===== src/hdl/cpu_pkg.sv =====
package cpu_pkg;

    // data word and bus address width
    localparam int word_w = 16;
    // address field of an instruction word
    localparam int addr_w = 12;
    // major opcode field in the top bits
    localparam int opc_w = 4;

    // major opcodes
    // anything not listed here decodes as nop
    localparam logic [3:0] op_nop  = 4'h0;
    localparam logic [3:0] op_lda  = 4'h1;
    localparam logic [3:0] op_sta  = 4'h2;
    localparam logic [3:0] op_jmp  = 4'h3;
    localparam logic [3:0] op_jz   = 4'h4;
    localparam logic [3:0] op_halt = 4'h5;
    localparam logic [3:0] op_alu  = 4'h6;

    // alu operation select, held in ir[11:8] of an alu instruction
    // arithmetic
    localparam logic [3:0] alu_add  = 4'd0;
    localparam logic [3:0] alu_sub  = 4'd1;
    localparam logic [3:0] alu_mul  = 4'd2;
    localparam logic [3:0] alu_div  = 4'd3;
    // single bit shifts and rotates of operand a
    localparam logic [3:0] alu_shl  = 4'd4;
    localparam logic [3:0] alu_shr  = 4'd5;
    localparam logic [3:0] alu_rol  = 4'd6;
    localparam logic [3:0] alu_ror  = 4'd7;
    // bitwise logic
    localparam logic [3:0] alu_and  = 4'd8;
    localparam logic [3:0] alu_or   = 4'd9;
    localparam logic [3:0] alu_xor  = 4'd10;
    localparam logic [3:0] alu_nor  = 4'd11;
    localparam logic [3:0] alu_nand = 4'd12;
    localparam logic [3:0] alu_xnor = 4'd13;
    // compares, result is one or zero
    localparam logic [3:0] alu_gt   = 4'd14;
    localparam logic [3:0] alu_eq   = 4'd15;

    // control fsm states
    // instruction fetch bus read at pc
    localparam logic [2:0] st_fetch     = 3'd0;
    // one cycle to look at the fresh ir
    localparam logic [2:0] st_decode    = 3'd1;
    // operand bus read for lda and alu
    localparam logic [2:0] st_operand   = 3'd2;
    // accumulator bus write for sta
    localparam logic [2:0] st_store     = 3'd3;
    // accumulator update from mdr or alu
    localparam logic [2:0] st_writeback = 3'd4;
    // parked until reset
    localparam logic [2:0] st_halt      = 3'd5;

endpackage


===== src/hdl/alu.sv =====
`timescale 1ns/10ps

module alu
    import cpu_pkg::*;
(
    input  logic [word_w-1:0] operand_a,
    input  logic [word_w-1:0] operand_b,
    input  logic [3:0]        alu_op,
    output logic [word_w-1:0] result
);

    // product truncated to the low word
    logic [word_w-1:0] product;
    logic [word_w-1:0] quotient;

    assign product = operand_a * operand_b;

    // divide by zero gives all ones
    assign quotient = (operand_b == '0) ? '1 : operand_a / operand_b;

    always_comb begin
        case (alu_op)
            alu_add:  result = operand_a + operand_b;
            alu_sub:  result = operand_a - operand_b;
            alu_mul:  result = product;
            alu_div:  result = quotient;
            // shifts fill with zero
            alu_shl:  result = {operand_a[word_w-2:0], 1'b0};
            alu_shr:  result = {1'b0, operand_a[word_w-1:1]};
            // rotates by one place
            alu_rol:  result = {operand_a[word_w-2:0], operand_a[word_w-1]};
            alu_ror:  result = {operand_a[0], operand_a[word_w-1:1]};
            alu_and:  result = operand_a & operand_b;
            alu_or:   result = operand_a | operand_b;
            alu_xor:  result = operand_a ^ operand_b;
            alu_nor:  result = ~(operand_a | operand_b);
            alu_nand: result = ~(operand_a & operand_b);
            alu_xnor: result = ~(operand_a ^ operand_b);
            // unsigned compares
            alu_gt: begin
                result = (operand_a > operand_b) ? word_w'(1) : '0;
            end
            alu_eq: begin
                result = (operand_a == operand_b) ? word_w'(1) : '0;
            end
            default:  result = '0;
        endcase
    end

endmodule


===== src/hdl/program_counter.sv =====
`timescale 1ns/10ps

module program_counter
    import cpu_pkg::*;
(
    input  logic              clk,
    input  logic              arst_n,
    input  logic              pc_inc,
    input  logic              pc_load,
    input  logic [addr_w-1:0] jump_addr,
    output logic [word_w-1:0] pc
);

    // jump target widened to the bus address
    logic [word_w-1:0] jump_target;

    assign jump_target = {{(word_w-addr_w){1'b0}}, jump_addr};

    // load wins over increment
    // increment wraps from all ones back to zero
    always_ff @(posedge clk or negedge arst_n) begin
        if (!arst_n) begin
            pc <= '0;
        end else if (pc_load) begin
            pc <= jump_target;
        end else if (pc_inc) begin
            pc <= pc + word_w'(1);
        end
    end

endmodule


===== src/hdl/cpu_control_fsm.sv =====
`timescale 1ns/10ps

module cpu_control_fsm
    import cpu_pkg::*;
(
    input  logic             clk,
    input  logic             arst_n,
    input  logic [opc_w-1:0] opcode,
    input  logic             acc_zero,
    input  logic             wb_ack,
    output logic             wb_cyc,
    output logic             wb_stb,
    output logic             wb_we,
    output logic             pc_inc,
    output logic             pc_load,
    output logic             ir_load,
    output logic             mdr_load,
    output logic             acc_load,
    output logic             acc_sel,
    output logic             adr_sel,
    output logic             halted
);

    logic [2:0] state;
    logic [2:0] state_nxt;
    logic       stb_q;
    logic       stb_nxt;
    // state owns the bus this cycle
    logic       bus_state;
    // bus access completes on this edge
    logic       bus_done;

    assign bus_state = (state == st_fetch) || (state == st_operand) || (state == st_store);
    assign bus_done  = stb_q && wb_ack;

    // classic single access with cyc and stb moving together
    assign wb_cyc = stb_q;
    assign wb_stb = stb_q;
    // only the store state writes
    assign wb_we  = (state == st_store);

    // strobe rises one cycle into a bus state
    // drops on the ack edge and stays low at least a cycle between accesses
    always_comb begin
        if (!bus_state) begin
            stb_nxt = 1'b0;
        end else if (stb_q) begin
            stb_nxt = !wb_ack;
        end else begin
            stb_nxt = 1'b1;
        end
    end

    always_comb begin
        state_nxt = state;
        case (state)
            st_fetch: begin
                if (bus_done) begin
                    state_nxt = st_fetch;
                    state_nxt = st_decode;
                end
            end
            st_decode: begin
                case (opcode)
                    op_lda, op_alu: state_nxt = st_operand;
                    op_sta:         state_nxt = st_store;
                    op_halt:        state_nxt = st_halt;
                    // nop, jumps and unknown opcodes go back to fetch
                    // jumps load pc here
                    default:        state_nxt = st_fetch;
                endcase
            end
            st_operand: begin
                if (bus_done) begin
                    state_nxt = st_writeback;
                end
            end
            st_store: begin
                if (bus_done) begin
                    state_nxt = st_fetch;
                end
            end
            st_writeback: state_nxt = st_fetch;
            st_halt:      state_nxt = st_halt;
            default:      state_nxt = st_fetch;
        endcase
    end

    always_ff @(posedge clk or negedge arst_n) begin
        if (!arst_n) begin
            state <= st_fetch;
            stb_q <= 1'b0;
        end else begin
            state <= state_nxt;
            stb_q <= stb_nxt;
        end
    end

    // fetch ack captures the instruction and steps pc
    assign ir_load = (state == st_fetch) && bus_done;
    assign pc_inc  = (state == st_fetch) && bus_done;

    // jz is taken only on a zero accumulator
    assign pc_load = (state == st_decode) &&
                     ((opcode == op_jmp) || ((opcode == op_jz) && acc_zero));

    assign mdr_load = (state == st_operand) && bus_done;
    assign acc_load = (state == st_writeback);
    // high picks the alu result and low the mdr
    assign acc_sel  = (opcode == op_alu);
    // high puts the operand address on the bus
    assign adr_sel  = (state == st_operand) || (state == st_store);
    assign halted   = (state == st_halt);

endmodule


===== src/hdl/cpu_datapath.sv =====
`timescale 1ns/10ps

module cpu_datapath
    import cpu_pkg::*;
(
    input  logic              clk,
    input  logic              arst_n,
    input  logic              ir_load,
    input  logic              mdr_load,
    input  logic              acc_load,
    input  logic              acc_sel,
    input  logic              adr_sel,
    input  logic [word_w-1:0] pc,
    input  logic [word_w-1:0] wb_dat_r,
    input  logic [word_w-1:0] alu_result,
    output logic [opc_w-1:0]  opcode,
    output logic [3:0]        alu_op,
    output logic [addr_w-1:0] jump_addr,
    output logic [word_w-1:0] acc,
    output logic [word_w-1:0] mdr,
    output logic              acc_zero,
    output logic [word_w-1:0] wb_adr,
    output logic [word_w-1:0] wb_dat_w
);

    logic [word_w-1:0] ir;
    // operand address of the current instruction
    logic [word_w-1:0] operand_adr;
    logic [word_w-1:0] acc_nxt;

    // instruction fields
    assign opcode    = ir[word_w-1:word_w-opc_w];
    assign alu_op    = ir[addr_w-1:addr_w-4];
    assign jump_addr = ir[addr_w-1:0];

    // alu class addresses page zero through the low byte
    // lda and sta use the full 12 bit field
    always_comb begin
        if (opcode == op_alu) begin
            operand_adr = {{(word_w-8){1'b0}}, ir[7:0]};
        end else begin
            operand_adr = {{(word_w-addr_w){1'b0}}, ir[addr_w-1:0]};
        end
    end

    // bus address mux
    assign wb_adr = adr_sel ? operand_adr : pc;

    // store data is always the accumulator
    assign wb_dat_w = acc;

    assign acc_zero = (acc == '0);

    // accumulator source, mdr for lda or alu result
    assign acc_nxt = acc_sel ? alu_result : mdr;

    // instruction register
    always_ff @(posedge clk or negedge arst_n) begin
        if (!arst_n) begin
            ir <= '0;
        end else if (ir_load) begin
            ir <= wb_dat_r;
        end
    end

    // memory data register, holds the read operand
    always_ff @(posedge clk or negedge arst_n) begin
        if (!arst_n) begin
            mdr <= '0;
        end else if (mdr_load) begin
            mdr <= wb_dat_r;
        end
    end

    // accumulator
    always_ff @(posedge clk or negedge arst_n) begin
        if (!arst_n) begin
            acc <= '0;
        end else if (acc_load) begin
            acc <= acc_nxt;
        end
    end

endmodule


===== src/hdl/accumulator_cpu.sv =====
`timescale 1ns/10ps

module accumulator_cpu
    import cpu_pkg::*;
(
    input  logic              clk,
    input  logic              arst_n,
    // wishbone classic master
    output logic              wb_cyc,
    output logic              wb_stb,
    output logic              wb_we,
    output logic [word_w-1:0] wb_adr,
    output logic [word_w-1:0] wb_dat_w,
    input  logic [word_w-1:0] wb_dat_r,
    input  logic              wb_ack,
    output logic              halted
);

    // fsm to counter and datapath
    logic pc_inc;
    logic pc_load;
    logic ir_load;
    logic mdr_load;
    logic acc_load;
    logic acc_sel;
    logic adr_sel;

    // datapath back to fsm, counter and alu
    logic [opc_w-1:0]  opcode;
    logic [3:0]        alu_op;
    logic [addr_w-1:0] jump_addr;
    logic              acc_zero;
    logic [word_w-1:0] acc;
    logic [word_w-1:0] mdr;
    logic [word_w-1:0] alu_result;
    logic [word_w-1:0] pc;

    cpu_control_fsm u_fsm (
        .clk(clk), .arst_n(arst_n),
        .opcode(opcode), .acc_zero(acc_zero), .wb_ack(wb_ack),
        .wb_cyc(wb_cyc), .wb_stb(wb_stb), .wb_we(wb_we),
        .pc_inc(pc_inc), .pc_load(pc_load),
        .ir_load(ir_load), .mdr_load(mdr_load), .acc_load(acc_load),
        .acc_sel(acc_sel), .adr_sel(adr_sel), .halted(halted)
    );

    program_counter u_pc (
        .clk(clk), .arst_n(arst_n),
        .pc_inc(pc_inc), .pc_load(pc_load), .jump_addr(jump_addr), .pc(pc)
    );

    cpu_datapath u_dp (
        .clk(clk), .arst_n(arst_n),
        .ir_load(ir_load), .mdr_load(mdr_load), .acc_load(acc_load),
        .acc_sel(acc_sel), .adr_sel(adr_sel),
        .pc(pc), .wb_dat_r(wb_dat_r), .alu_result(alu_result),
        .opcode(opcode), .alu_op(alu_op), .jump_addr(jump_addr),
        .acc(acc), .mdr(mdr), .acc_zero(acc_zero),
        .wb_adr(wb_adr), .wb_dat_w(wb_dat_w)
    );

    // accumulator is operand a, memory word operand b
    alu u_alu (
        .operand_a(acc), .operand_b(mdr), .alu_op(alu_op), .result(alu_result)
    );

endmodule


===== config.mk =====
export PLATFORM = sky130hd
export DESIGN_NAME = accumulator_cpu
export DESIGN_NICKNAME = d
export VERILOG_FILES = /design/src/hdl/cpu_pkg.sv /design/src/hdl/alu.sv /design/src/hdl/program_counter.sv /design/src/hdl/cpu_control_fsm.sv /design/src/hdl/cpu_datapath.sv /design/src/hdl/accumulator_cpu.sv
export SDC_FILE = /design/constraint.sdc
export NUM_CORES = 1
export LEC_CHECK = 0
export BUFFER_PORTS_ARGS = -buffer_cell sky130_fd_sc_hd__clkbuf_2
export CAP_MARGIN = 20
export CORE_MARGIN = 1
export CORE_UTILIZATION = 60
export DETAILED_ROUTE_END_ITERATION = 7
export GPL_TIMING_DRIVEN = 0
export PLACE_DENSITY = 0.88
export SLEW_MARGIN = 20
export SYNTH_ARGS = -nofsm -noshare
export SYNTH_HDL_FRONTEND = slang
export SYNTH_SLANG_ARGS = --single-unit
export TNS_END_PERCENT = 10

===== constraint.sdc =====
create_clock -name clk -period 57.6 [get_ports clk]
set_input_delay 17.28 -clock clk [delete_from_list [all_inputs] [get_ports clk]]
set_output_delay 17.28 -clock clk [all_outputs]
set_load 0.01 [all_outputs]

* Yosys cells after proc, flatten, opt, wreduce, memory -nomap -nowiden
Index checks and enable logic that the tools add are counted.
Cells by class: reductions and logical operators 17, $mul 1, magnitude comparators 1, bitwise gates (word level) 6, muxes and demuxes 16, add/sub/neg operators 3, div/mod/pow operators 1, eq/ne operators 30
Operator list (count):
- 16-bit case mux with 16 select lines | 1
- 16-bit two-way mux | 5
- 16-bit inverter | 3
- 4-bit == test (second input constant) | 8
- 16-bit logical NOT | 2
- 4-bit by 3-bit == test with 1-bit output (second input constant) | 7
- 16-bit by 1-bit adder with 16-bit output (second input constant) | 1
- 16-bit adder | 1
- 16-bit AND | 1
- 16-bit by 16-bit divider with 16-bit output | 1
- 16-bit == test | 1
- 4-bit by 2-bit == test with 1-bit output (second input constant) | 4
- 16-bit > comparator | 1
- 16-bit by 16-bit multiplier with 16-bit output | 1
- 16-bit OR | 1
- 16-bit subtractor | 1
- 16-bit bitwise XOR | 1
- 3-bit case mux with 5 select lines | 1
- 12-bit two-way mux | 1
- 3-bit two-way mux | 3
- 3-bit case mux with 3 select lines | 1
- 4-bit by 1-bit == test with 1-bit output (second input constant) | 2
- 3-bit by 2-bit == test with 1-bit output (second input constant) | 2
- 3-bit == test (second input constant) | 2
- other kinds (11) | 23
Word-level totals: output and inout bits 36, logic and storage cells 81, register bits 68

* Depth between registers and ports, before layout
Gate-level depths: netlist of the first run.
depth in word-level cells 5, gate-level depth with buffers 133, mapped depth without buffers 123

* By module
A second synthesis of the first run with hierarchy kept.
Second synthesis, totals: cell total of the unflattened synthesis 2236, area, all modules 17490.5 um2
Modules (own cells, without submodules):
- alu | cells an instance 1916, instances 1, area each 13897.1 um2
- cpu_datapath | cells an instance 189, instances 1, area each 2403.6 um2
- program_counter | cells an instance 92, instances 1, area each 855.8 um2
- cpu_control_fsm | cells an instance 39, instances 1, area each 334.1 um2

* Worst setup path before layout of the first run
No wires, ideal clock.
kind register to register, from register u_dp.mdr[8], to register u_dp.acc[0], arrival time 27.173 ns, stages on the path, launching flop included 127, required time 57.467 ns, period minus slack after synthesis 27.306 ns, setup slack 30.294 ns, cell sequence dfrtp_1 -> or4_1 -> nor4_1 -> nand2_1 -> nor2_1 -> a21oi_1 -> a21oi_1 -> ha_1 -> or3_1 -> a32oi_1 -> o41ai_1 -> and2_1 -> ha_1 -> o211ai_1 -> nand3b_1 -> and3_2 -> buf_2 -> nor3_1 -> [... 91 more ...] -> a311oi_1 -> o21ai_0 -> a21o_2 -> clkbuf_1 -> clkbuf_1 -> nand2_1 -> o21ai_0 -> ha_1 -> a21boi_0 -> o21a_1 -> o21ai_0 -> nand2b_1 -> a21oi_1 -> nor2b_1 -> o21ai_0 -> a211oi_1 -> o41ai_1 -> a31oi_1
Between the ends: longest elaborated chain between the ends 4, elaborated cells between the ends (all ways) 9, those cells by class 1 x div; 1 x order compare; 1 x eq/ne; 5 x mux; 1 x reduce/logical
Ends and longest elaborated chain:
- start: declaration | RTL line cpu_datapath.sv:20 | output logic [word_w-1:0] mdr,
- start signal: assignment | RTL line cpu_datapath.sv:71 | mdr <= wb_dat_r;
- 16-bit by 16-bit divider with 16-bit output (tied with other cells) | RTL line alu.sv:19 | assign quotient = (operand_b == '0) ? '1 : operand_a / operand_b;
- 16-bit two-way mux (tied with other cells) | RTL line alu.sv:19
- 16-bit case mux with 16 select lines (*) | RTL line alu.sv:22 | case (alu_op)
- 16-bit two-way mux (*) | RTL line cpu_datapath.sv:55 | assign acc_nxt = acc_sel ? alu_result : mdr;
- end signal: assignment | RTL line cpu_datapath.sv:80 | acc <= acc_nxt;
- end: declaration | RTL line cpu_datapath.sv:19 | output logic [word_w-1:0] acc,
Mark *: on every way between the ends. The rest lies on a longest branch, timed or not. A chain may end at the register's enable or synchronous reset.

* Worst setup path in the final report of the first run
from register u_dp.mdr[0], to register u_dp.acc[0]
Between the ends: longest elaborated chain between the ends 4, elaborated cells between the ends (all ways) 18, those cells by class 2 x add/sub; 1 x mul; 1 x div; 1 x order compare; 1 x eq/ne; 5 x mux; 6 x bitwise; 1 x reduce/logical
Ends and longest elaborated chain (RTL line):
- 16-bit by 16-bit divider with 16-bit output (tied with other cells) | alu.sv:19
- 16-bit two-way mux (tied with other cells) | alu.sv:19
- 16-bit case mux with 16 select lines | alu.sv:22
- 16-bit two-way mux (*) | cpu_datapath.sv:55
Marks and branches as above.

==> results of run 1 <==
[cell families (layout without fill, tap and decap cells)]
kind of cell | count (synthesis) | count (layout)
AND/OR/NAND/NOR | 757 | 757
AO/OA/AOI/OAI | 615 | 615
adder cells (fa/ha/maj) | 319 | 319
buffers and inverters | 293 | 370
XOR/XNOR | 150 | 150
flip-flops | 68 | 68
multiplexers | 55 | 55
other | 0 | 2
[cells in the final DEF (no fill, tap or decap), types with 12 or more instances in the layout]
master and instances:
o211ai_1 20, ha_1 237, buf_1 12, o22ai_1 13, clkbuf_2 55, inv_1 172, and2_1 13, or3_1 21
nor4_1 16, or2_2 21, o21a_1 39, xor2_1 59, xnor2_1 91, nand2_1 274, fa_1 82, a211oi_1 29
mux2i_1 26, a21oi_1 139, nand3_1 37, and3_1 18, a31oi_1 24, nor3_1 54, o21ai_0 130, clkbuf_1 96
o31ai_1 14, mux2_2 29, a221oi_1 15, nand2b_1 22, a21o_1 40, nor2b_1 23, dfrtp_1 68, nor2_1 217
[per-stage QoR]
| step | hold WS, ps | setup slack (ps) | total power, mW |
|---|---|---|---|
| 2_1_floorplan | 464 | 30290 | 0.0487 |
| 3_3_place_gp | 480 | 22370 | 0.0505 |
| 3_5_place_dp | 486 | 23110 | 0.0508 |
| 4_1_cts | 500 | 22900 | 0.109 |
| 5_1_grt | 512 | 19660 | 0.112 |
| 6_report | 504 | 21790 | 0.110 |
[Yosys cell counts, types with 22 or more instances]
master | count | area, um2
nand2_1 | 274 | 1030
clkbuf_1 | 98 | 368
mux2_2 | 29 | 327
nor2_1 | 217 | 815
dfrtp_1 | 68 | 1700
xnor2_1 | 91 | 797
o21ai_0 | 130 | 651
fa_1 | 82 | 1640
nand3_1 | 37 | 185
nor3_1 | 58 | 290
o21a_1 | 39 | 293
xor2_1 | 59 | 517
a211oi_1 | 29 | 218
ha_1 | 237 | 2970
inv_1 | 172 | 646
nand2b_1 | 22 | 138
a21oi_1 | 139 | 696
a21o_1 | 40 | 300
a31oi_1 | 24 | 150
nor2b_1 | 23 | 144
mux2i_1 | 26 | 260
[layer usage]
| layer | vias to the layer above | wire length [um] | track usage |
|---|---|---|---|
| met2 | 1264 | 29300 | 0.721 |
| li1 | 8152 | - | - |
| met4 | 2 | 4080 | 0.263 |
| met1 | 8816 | 26900 | 0.593 |
| met5 | - | 13 | 0 |
| met3 | 276 | 8030 | 0.130 |
[state kept, by name (all words and copies together), names as in the netlist]
name	cells
u_dp.acc	16
u_dp.ir	16
u_dp.mdr	16
u_pc.pc	16
u_fsm.state	3
u_fsm.wb_cyc	1
[power by group through the flow]
stage	Combinational, mW	Sequential, mW	Clock [mW]
6_report	0.00216	0.0478	0.0598
5_1_grt	0.00239	0.0477	0.0614
4_1_cts	0.00218	0.0478	0.0594
3_5_place_dp	0.00217	0.0486	0
3_3_place_gp	0.00187	0.0486	0
2_1_floorplan	0.0000346	0.0487	0
[how the worst min path moves through the flow]
stage / slack, ps / start / to
global route: 510 / u_dp.ir[2] / u_dp.ir[2]
finish: 500 / u_dp.ir[5] / u_dp.ir[5]
floorplan: 460 / u_dp.ir[2] / u_dp.ir[2]
detailed placement: 490 / u_dp.ir[2] / u_dp.ir[2]
global placement: 480 / u_dp.ir[2] / u_dp.ir[2]
CTS: 500 / u_dp.ir[2] / u_dp.ir[2]
[worst register-to-register path: cells and delay by family, from the launching register on]
kind                       cells  cell delay, ps
buffers and inverters         12            4750
DFF                            1             650
adders and majority gates     16            5220
and+or+nand+nor               24            5590
AOI/OAI and AO/OA             73           19510
[layout make-up]
class | instances | area share
inverters | 177 | 0.0368
clock inverters | 5 | 0.00324
flip-flops and latches | 68 | 0.0937
multi-input cells | 1896 | 0.779
well taps | 378 | 0.0260
diodes | 2 | 0.000276
plain buffers | 116 | 0.0255
repair buffers | 61 | 0.0216
clock buffers | 11 | 0.0139
==> out/qor.yml, run 1 <==
setup_path:
  cp_top_family: "compound AO/OA/AOI/OAI gates"
  crit_arrival_ps: 36000
  r2r_slack_ps: 21790
  end_kind: "flip-flop"
  endpoint: "u_dp.acc[0]"
  rr_worst_depth: 125
  startpoint: "u_dp.mdr[0]"
  reg2reg_to: "u_dp.acc[0]"
  critPathMaxStageDelay_ps: 850
  cp_common_cell: "a21oi_1"
  path_depth: 125
  worstPathMaxFanout: 25
  crit_path_start_kind: "flip-flop"
  reg2reg_from: "u_dp.mdr[0]"
  critPathBufInv: 12
  worstPathRequired_ps: 57790
  worstSetupPathType: "flip-flop to flip-flop"
  critPathSlowestCell: "clkinv_2"
cells_and_area:
  area_delta_synth_final_pct: 7.24
  final_util: 0.654
  ff_latch_area_um2: 1700
  drive_above_1_share: 0.0728
  multi_input_area_um2: 14100
  nets: 2667
  fin_area_um2: 18200
  final_cells: 2714
  nFillCells: 2492
floorplan:
  die-area_um2: 28900
  rows: 61
  io_pins: 55
  die_h_um: 170
  die_x_um: 170
  core_area_um2: 27800
  initial_core_util: 0.609
global_route:
  grt_max_degree: 48
  grt_pass1_vias: 17640
  grt_use_total: 0.470
  antenna_found_initial: 3
  gr-total-overflow: 0
  grt_pass1_wl_um: 102000
placement:
  hpwl_um: 52400
  placedCellCount: 2695
  placed_area_um2: 17800
  io_buffer_count: 54
  gp_congestion: 1.03
power:
  peakVddDrop_v: 0.0000204
  power_frac_seq: 0.435
  intPower_uw: 84.4
  switching_share: 0.230
  pwr-share-clk: 0.545
  p_sw_uw: 25.2
  power_density_nw_per_um2: 6.04
  combinationalPowerShare: 0.020
  p_leak_nw: 9.20
clock_tree:
  clock_path_buffers: 2
  cts_made_buffers: 9
  cts_tree: "yes"
  clk-insertion-delay-late_ps: 350
  h-tree-depth: 3
  clock-sinks: 68
  postCtsHoldBufs: 0
  cts_setup_buffers: 0
  post_cts_resized: 0
  cts_root_buffer: "clkbuf_16"
  path_clk_slew_ps: 60
routing:
  drc: 0
  wl_um: 68300
  via_per_inst: 6.82
  drtIter0Drc: 2084
  wl_per_cell_um: 25.2
  vias: 18510
  ant_nets: 0
  drt_pass1_iterations: 6
hold_path:
  hold_path.class: "flip-flop to flip-flop"
  holdPathStages: 2
status:
  status: "completed"
sta:
  final_hold_viol_count: 0
  timing.final.crit_share: 0.622
  setup_viol: 0
  period_minus_slack_ps: 35810
  finClkSkew_ps: 14.4
  rsz0062_at_grt: "no"
  slew_violations: 0
  max_slew_margin: 0.242
  setup_tns_ps: 0
  tightest_slew_ps: 1140
  clock.fmax_ghz: 0.0279
yosys:
  avgSynthCellArea_um2: 7.50
  synth_top_family_by_area: "adder cells"
  ys_ff_latch: 68
  synth_nets: 2595
  yosysSeqAreaShare: 0.101
  synth_warnings: 0
  yosys_most_used_dff: "dfrtp_1"
  netlist_instances: 2257
  async_reset_ff_frac: 1.00
  synth_mux_area_frac: 0.0347
  yosys.area_share.xor_xnor: 0.0776
  synth.distinct_cells: 88
  syn_area_um2: 16900
  synth-simple-area-share: 0.204
  synth_edf_count: 0
  synthAdderAreaFrac: 0.272
  synth_compound_area_frac: 0.245
run:
  maxCapViolCount: 0
No activity file was read; power rests on OpenSTA's default activity.
==> run 2: changes to the inputs <==
--- a/config.mk
+++ b/config.mk
@@ -11,7 +11,7 @@
 export CORE_UTILIZATION = 60
 export DETAILED_ROUTE_END_ITERATION = 7
 export GPL_TIMING_DRIVEN = 0
-export PLACE_DENSITY = 0.88
+export PLACE_DENSITY = 0.91
 export SLEW_MARGIN = 20
 export SYNTH_ARGS = -nofsm -noshare
 export SYNTH_HDL_FRONTEND = slang
==> constraint.sdc (replaced) <==
create_clock -name clk -period 30.8 [get_ports clk]
set_input_delay 9.24 -clock clk [delete_from_list [all_inputs] [get_ports clk]]
set_output_delay 9.24 -clock clk [all_outputs]
set_load 0.01 [all_outputs]
==> out/qor.yml, run 2 (same netlist as run 1, synthesis figures left out) <==
placement:
  hpwl_um: 50900  # -2.9%
  placed_area_um2: 17800  # -0.11%
  gp_congestion: 1.07  # +3.2%
  io_buffer_count: 54  # unchanged
routing:
  vias: 18949  # +2.4%
  wl_um: 68300  # about the same
  wl_per_cell_um: 25.1  # -0.14%
  drtIter0Drc: 2626  # +26%
  ant_nets: 0  # unchanged
  drc: 0  # unchanged
  via_per_inst: 6.97  # +2.2%
  drt_pass1_iterations: 6  # unchanged
global_route:
  grt_pass1_vias: 17978  # +1.9%
  antenna_found_initial: 1  # -2
  gr-total-overflow: 0  # unchanged
  grt_max_degree: 36  # -25%
  grt_pass1_wl_um: 102000  # -0.41%
  grt_use_total: 0.462  # -0.00761
cells_and_area:
  mostFrequentLayoutCell: "nand2_1"
  antenna-diode-count: 0  # -2
  layout_common_cells: "nand2_1, ha_1, nor2_1"
  drive_above_1_share: 0.0961  # +0.0233
  nets: 2674  # +0.26%
  area_delta_synth_final_pct: 9.07
  fin_area_um2: 18500  # +1.7%
sta:
  timing.final.crit_share: 0.975  # +0.354
  final_hold_viol_count: 0  # unchanged
  setup_viol: 0  # unchanged
  slew_violations: 0  # unchanged
  tightest_slew_ps: 1200  # +62.1 ps
  clock.fmax_ghz: 0.0333  # +19%
  setup_tns_ps: 0  # unchanged
  period_minus_slack_ps: 30040  # -5770 ps
  finClkSkew_ps: 18.9  # +4.53 ps
  max_slew_margin: 0.196  # -0.0463
floorplan:
  core_area_um2: 27800  # unchanged
  die-area_um2: 28900  # unchanged
  initial_core_util: 0.609  # unchanged
  rows: 61  # unchanged
  die_h_um: 170  # unchanged
  die_x_um: 170  # unchanged
  io_pins: 55  # unchanged
setup_path:
  reg2reg_from: "u_dp.mdr[8]"
  crit_arrival_ps: 30250  # -5750 ps
  rr_worst_depth: 127  # +1.6%
  cp_common_cell: "ha_1"
  end_kind: "flip-flop"
  r2r_slack_ps: 760  # -21030 ps
  cp_top_family: "compound AO/OA/AOI/OAI gates"
  critPathSlowestCell: "or4_4"
  worstPathMaxFanout: 10  # -60%
  worstPathRequired_ps: 31010  # -26780 ps
  critPathMaxStageDelay_ps: 670  # -180 ps
  reg2reg_to: "u_dp.acc[0]"
  critPathBufInv: 11  # -1
  startpoint: "u_dp.mdr[8]"
  endpoint: "u_dp.acc[0]"
  worstSetupPathType: "flip-flop to flip-flop"
  path_depth: 127  # +1.6%
  crit_path_start_kind: "flip-flop"
status:
  status: "completed"
clock_tree:
  path_clk_slew_ps: 70  # about the same
  clock-sinks: 68  # unchanged
  clock_path_buffers: 2  # unchanged
  cts_made_buffers: 9  # unchanged
  h-tree-depth: 3  # unchanged
  cts_root_buffer: "clkbuf_16"
  clk-insertion-delay-late_ps: 360  # about the same
  cts_tree: "yes"
power:
  p_leak_nw: 9.34  # +1.5%
  power_density_nw_per_um2: 11.1  # +84%
  peakVddDrop_v: 0.0000430  # +110%
run:
  maxCapViolCount: 0  # unchanged
hold_path:
  hold_path.class: "flip-flop to flip-flop"
## run 2: area by class of cell
cell class | instances | area [um2]
buffer | 114 | 478
clock inverter | 7 | 83.8
tap | 378 | 473
timing repair buffer | 70 | 449
sequential | 68 | 1700
multi-input combinational | 1896 | 14400
clock buffer | 9 | 225
fill | 2404 | 9310
inverter | 177 | 672
## run 2: per-layer routing
| metal | up-vias | global-route usage | wire (um) |
|---|---|---|---|
| met5 | - | 0.00174 | 13 |
| met1 | 8964 | 0.585 | 25500 |
| li1 | 8178 | - | - |
| met2 | 1452 | 0.715 | 29200 |
| met4 | 2 | 0.277 | 4770 |
| met3 | 353 | 0.107 | 8800 |
## run 2: worst min path at each step
stage | startpoint | cells past startpoint | endpoint
after floorplan | u_dp.ir[2] | 2 | u_dp.ir[2]
after global placement | u_dp.ir[4] | 2 | u_dp.ir[4]
after detailed placement | u_dp.ir[5] | 2 | u_dp.ir[5]
after CTS | u_dp.ir[5] | 2 | u_dp.ir[5]
after global routing | u_dp.ir[5] | 2 | u_dp.ir[5]
final | u_dp.ir[5] | 2 | u_dp.ir[5]
## run 2: repair_timing
item / CTS / global route
endpoints found under the setup margin: 2 / 2
hold buffers: 0 / 0
buffers inserted: 6 / 5
gates resized for setup: 33 / 44
cloned: 0 / 0
pin swaps: 3 / 6
endpoints found under the hold margin: 0 / 0
## run 2: where the power goes
group	total, mW	internal [mW]	switching, mW
Clock	0.112	0.0642	0.0482
Sequential	0.0893	0.0893	0
Combinational	0.00396	0.00116	0.00280
Total	0.206	0.155	0.0510
## run 2: tightest hold or removal path, cell delays in order (launching register included)
cell and delay, ps:
dfrtp_1 370, nand2_1 60, nand2_1 60
## run 2: through the flow
step	instances	power [mW]	worst slack, ps	hold WS [ps]	util
after floorplan	2257	0.0911	3490	464	-
after global placement	2689	0.0945	-4030	481	0.636
after detailed placement	2694	0.0949	-3850	494	0.641
after CTS	2716	0.205	85.9	508	0.658
after global routing	2719	0.209	-210	519	0.665
final	2719	0.206	762	517	0.665
==> run 3: changes to the inputs <==
--- a/config.mk
+++ b/config.mk
@@ -15,5 +15,6 @@
 export SLEW_MARGIN = 20
 export SYNTH_ARGS = -nofsm -noshare
 export SYNTH_HDL_FRONTEND = slang
+export SYNTH_HIERARCHICAL = 1
 export SYNTH_SLANG_ARGS = --single-unit
 export TNS_END_PERCENT = 10
==> out/qor.yml, run 3 <==
setup_path:
  r2r_slack_ps: 860  # +100 ps
  worstPathMaxFanout: 16  # +6
  rr_worst_depth: 134  # +5.5%
  reg2reg_to: "u_dp/acc[0]"
  crit_path_start_kind: "flip-flop"
  worstPathRequired_ps: 31050  # +40 ps
  worstSetupPathType: "flip-flop to flip-flop"
  end_kind: "flip-flop"
  cp_common_cell: "ha_1"
  crit_arrival_ps: 30190  # -60 ps
  reg2reg_from: "u_dp/mdr[9]"
  critPathSlowestCell: "o41a_1"
  critPathMaxStageDelay_ps: 540  # -130 ps
global_route:
  grt_pass1_wl_um: 98300  # -3.3%
  grt_use_total: 0.420  # -0.0423
  antenna_found_initial: 0  # -1
  gr-total-overflow: 0  # unchanged
  grt_pass1_vias: 17568  # -2.3%
  grt_max_degree: 37  # +2.8%
yosys:
  yosysMostFrequentCell: "ha_1"
  ys_top_cells_by_area: "ha_1, dfrtp_1, fa_1"
  yosysSeqAreaShare: 0.0973  # -0.00321
  synth_warnings: 6  # +6
  syn_area_um2: 17500  # +3.3%
  synth_common_cells: "ha_1, nand2_1, nor2_1"
  yosys_most_used_dff: "dfrtp_1"
  synth_nets: 2574  # -0.81%
  ys_ff_latch: 68  # unchanged
  netlist_instances: 2236  # -0.93%
  synth_edf_count: 0  # unchanged
  avgSynthCellArea_um2: 7.82  # +4.3%
  synth.distinct_cells: 103  # +17%
  async_reset_ff_frac: 1.00  # unchanged
  yosysTopAreaCellShare: 0.170  # -0.00560
  synth_top_area_cell: "ha_1"
floorplan:
  die-area_um2: 29800  # +3.3%
  die_h_um: 173  # +1.6%
  die_x_um: 173  # +1.6%
  core_area_um2: 28700  # +3.3%
  initial_core_util: 0.609  # about the same
  rows: 62  # +1.6%
  io_pins: 55  # unchanged
placement:
  placed_area_um2: 18300  # +2.8%
  placedCellCount: 2677  # -0.63%
  gp_congestion: 1.05  # -1.7%
  hpwl_um: 48800  # -4.1%
  io_buffer_count: 54  # unchanged
sta:
  finClkSkew_ps: 6.54  # -12.4 ps
  final_hold_viol_count: 0  # unchanged
  clock.fmax_ghz: 0.0334  # +0.33%
  max_slew_margin: 0.194  # -0.00234
  tightest_slew_ps: 1210  # +9.59 ps
  timing.final.crit_share: 0.972  # -0.00324
  holdWs_ps: 548  # +31.6 ps
  setup_viol: 0  # unchanged
  slew_violations: 0  # unchanged
  period_minus_slack_ps: 29940  # -99.9 ps
routing:
  ant_nets: 0  # unchanged
  via_per_inst: 6.81  # -2.3%
  drtIter0Drc: 2299  # -12%
  drc: 0  # unchanged
  drt_pass1_iterations: 8  # +2
  wl_per_cell_um: 23.8  # -5.2%
  wl_um: 64600  # -5.5%
  vias: 18458  # -2.6%
clock_tree:
  clock_path_buffers: 2  # unchanged
  cts_tree: "yes"
  clock-sinks: 68  # unchanged
  path_clk_slew_ps: 50  # -20 ps
  cts_made_buffers: 9  # unchanged
  cts_root_buffer: "clkbuf_16"
  clk-insertion-delay-late_ps: 330  # -30 ps
  h-tree-depth: 3  # unchanged
cells_and_area:
  drive_above_1_share: 0.135  # +0.0389
  final_cells: 2710  # -0.33%
  layout_common_cells: "ha_1, nand2_1, nor2_1"
  fin_area_um2: 19000  # +2.9%
  area_delta_synth_final_pct: 8.67
  ff_latch_area_um2: 1700  # about the same
  nFillCells: 2360  # -1.8%
  final_util: 0.662  # -0.00254
  multi_input_area_um2: 14600  # +1.6%
  antenna-diode-count: 0  # unchanged
  mostFrequentLayoutCell: "ha_1"
  nets: 2659  # -0.56%
status:
  status: "completed"
hold_path:
  worstHoldEndpoint: "u_pc/pc[0]"
  holdPathStages: 2  # unchanged
  hold_path.class: "flip-flop to flip-flop"
  holdCritStartpoint: "u_dp/ir[0]"
run:
  maxCapViolCount: 0  # unchanged
## run 3: cell types whose count changed after synthesis, moves of 21 or more
| cell | delta |
|---|---|
| o21ai_0 | -29 |
| mux2_4 | +22 |
| a21oi_1 | +33 |
| mux2i_1 | +23 |
| nor2_1 | -21 |
| clkbuf_1 | -24 |
| nand2_1 | -66 |
| buf_4 | +22 |
## run 3: cell families (layout without fill, tap and decap cells)
logic type / Yosys count / after routing / share of synthesized area
and+or+nand+nor: 676 / 676 / 0.185
AOI/OAI and AO/OA: 602 / 602 / 0.232
buffers and inverters: 320 / 410 / 0.0788
adders and majority gates: 319 / 319 / 0.263
xor gates and xnor gates: 132 / 132 / 0.0661
muxes: 119 / 119 / 0.0778
DFF: 68 / 68 / 0.0973
## run 3: area by class of cell
class                           instances  share of cell area
Multi-Input combinational cell       1848               0.769
Buffer                                126              0.0350
Clock inverter                          3             0.00224
Inverter                              191              0.0381
Timing Repair Buffer                   77              0.0262
Tap cell                              384              0.0253
Sequential cell                        68              0.0896
Clock buffer                           13              0.0147
## run 3: how the worst max path moves through the flow
stage	startpoint	endpoint	slack (ps)
finish	u_dp/mdr[9]	u_dp/acc[0]	860
global route	u_dp/mdr[9]	u_dp/acc[0]	-180
CTS	u_dp/mdr[9]	u_dp/acc[0]	40
detailed placement	u_dp/mdr[0]	u_dp/acc[0]	-3540
global placement	u_dp/mdr[0]	u_dp/acc[0]	-2660
floorplan	u_dp/mdr[0]	u_dp/acc[0]	4140
## run 3: timing repair
action | 4_1_cts | 5_1_grt
buffers inserted | 0 | 20
hold buffers | 0 | 0
gates resized for setup | 31 | 31
setup endpoints to repair | 2 | 2
pin swaps | 0 | 15
hold endpoints to repair | 0 | 0
## run 3: through the flow
step	setup WS [ps]	TNS (ps)
floorplan	4140	0
CTS	43.6	0
detailed placement	-3540	-4720
finish	862	0
global route	-183	-183
global placement	-2660	-3030
## run 3: metal layers
layer / GRT usage / wire length [um] / vias to the layer above
li1: - / - / 8108
met1: 0.544 / 24600 / 8719
met2: 0.657 / 28200 / 1334
met3: 0.0679 / 7390 / 297
met4: 0.258 / 4350 / 0
met5: 0 / 0 / -
## run 3: critical path, delay by kind of cell (launching register included)
kind | cells | cell delay (ps)
buf+inv | 18 | 3600
simple gates | 28 | 4990
compound gates | 70 | 15100
fa+ha+maj | 15 | 4790
mux | 3 | 810
flops | 1 | 470
Power of run 3 is not shown: default switching activity piles up to over one toggle a cycle in this logic, so the estimate is an artifact.
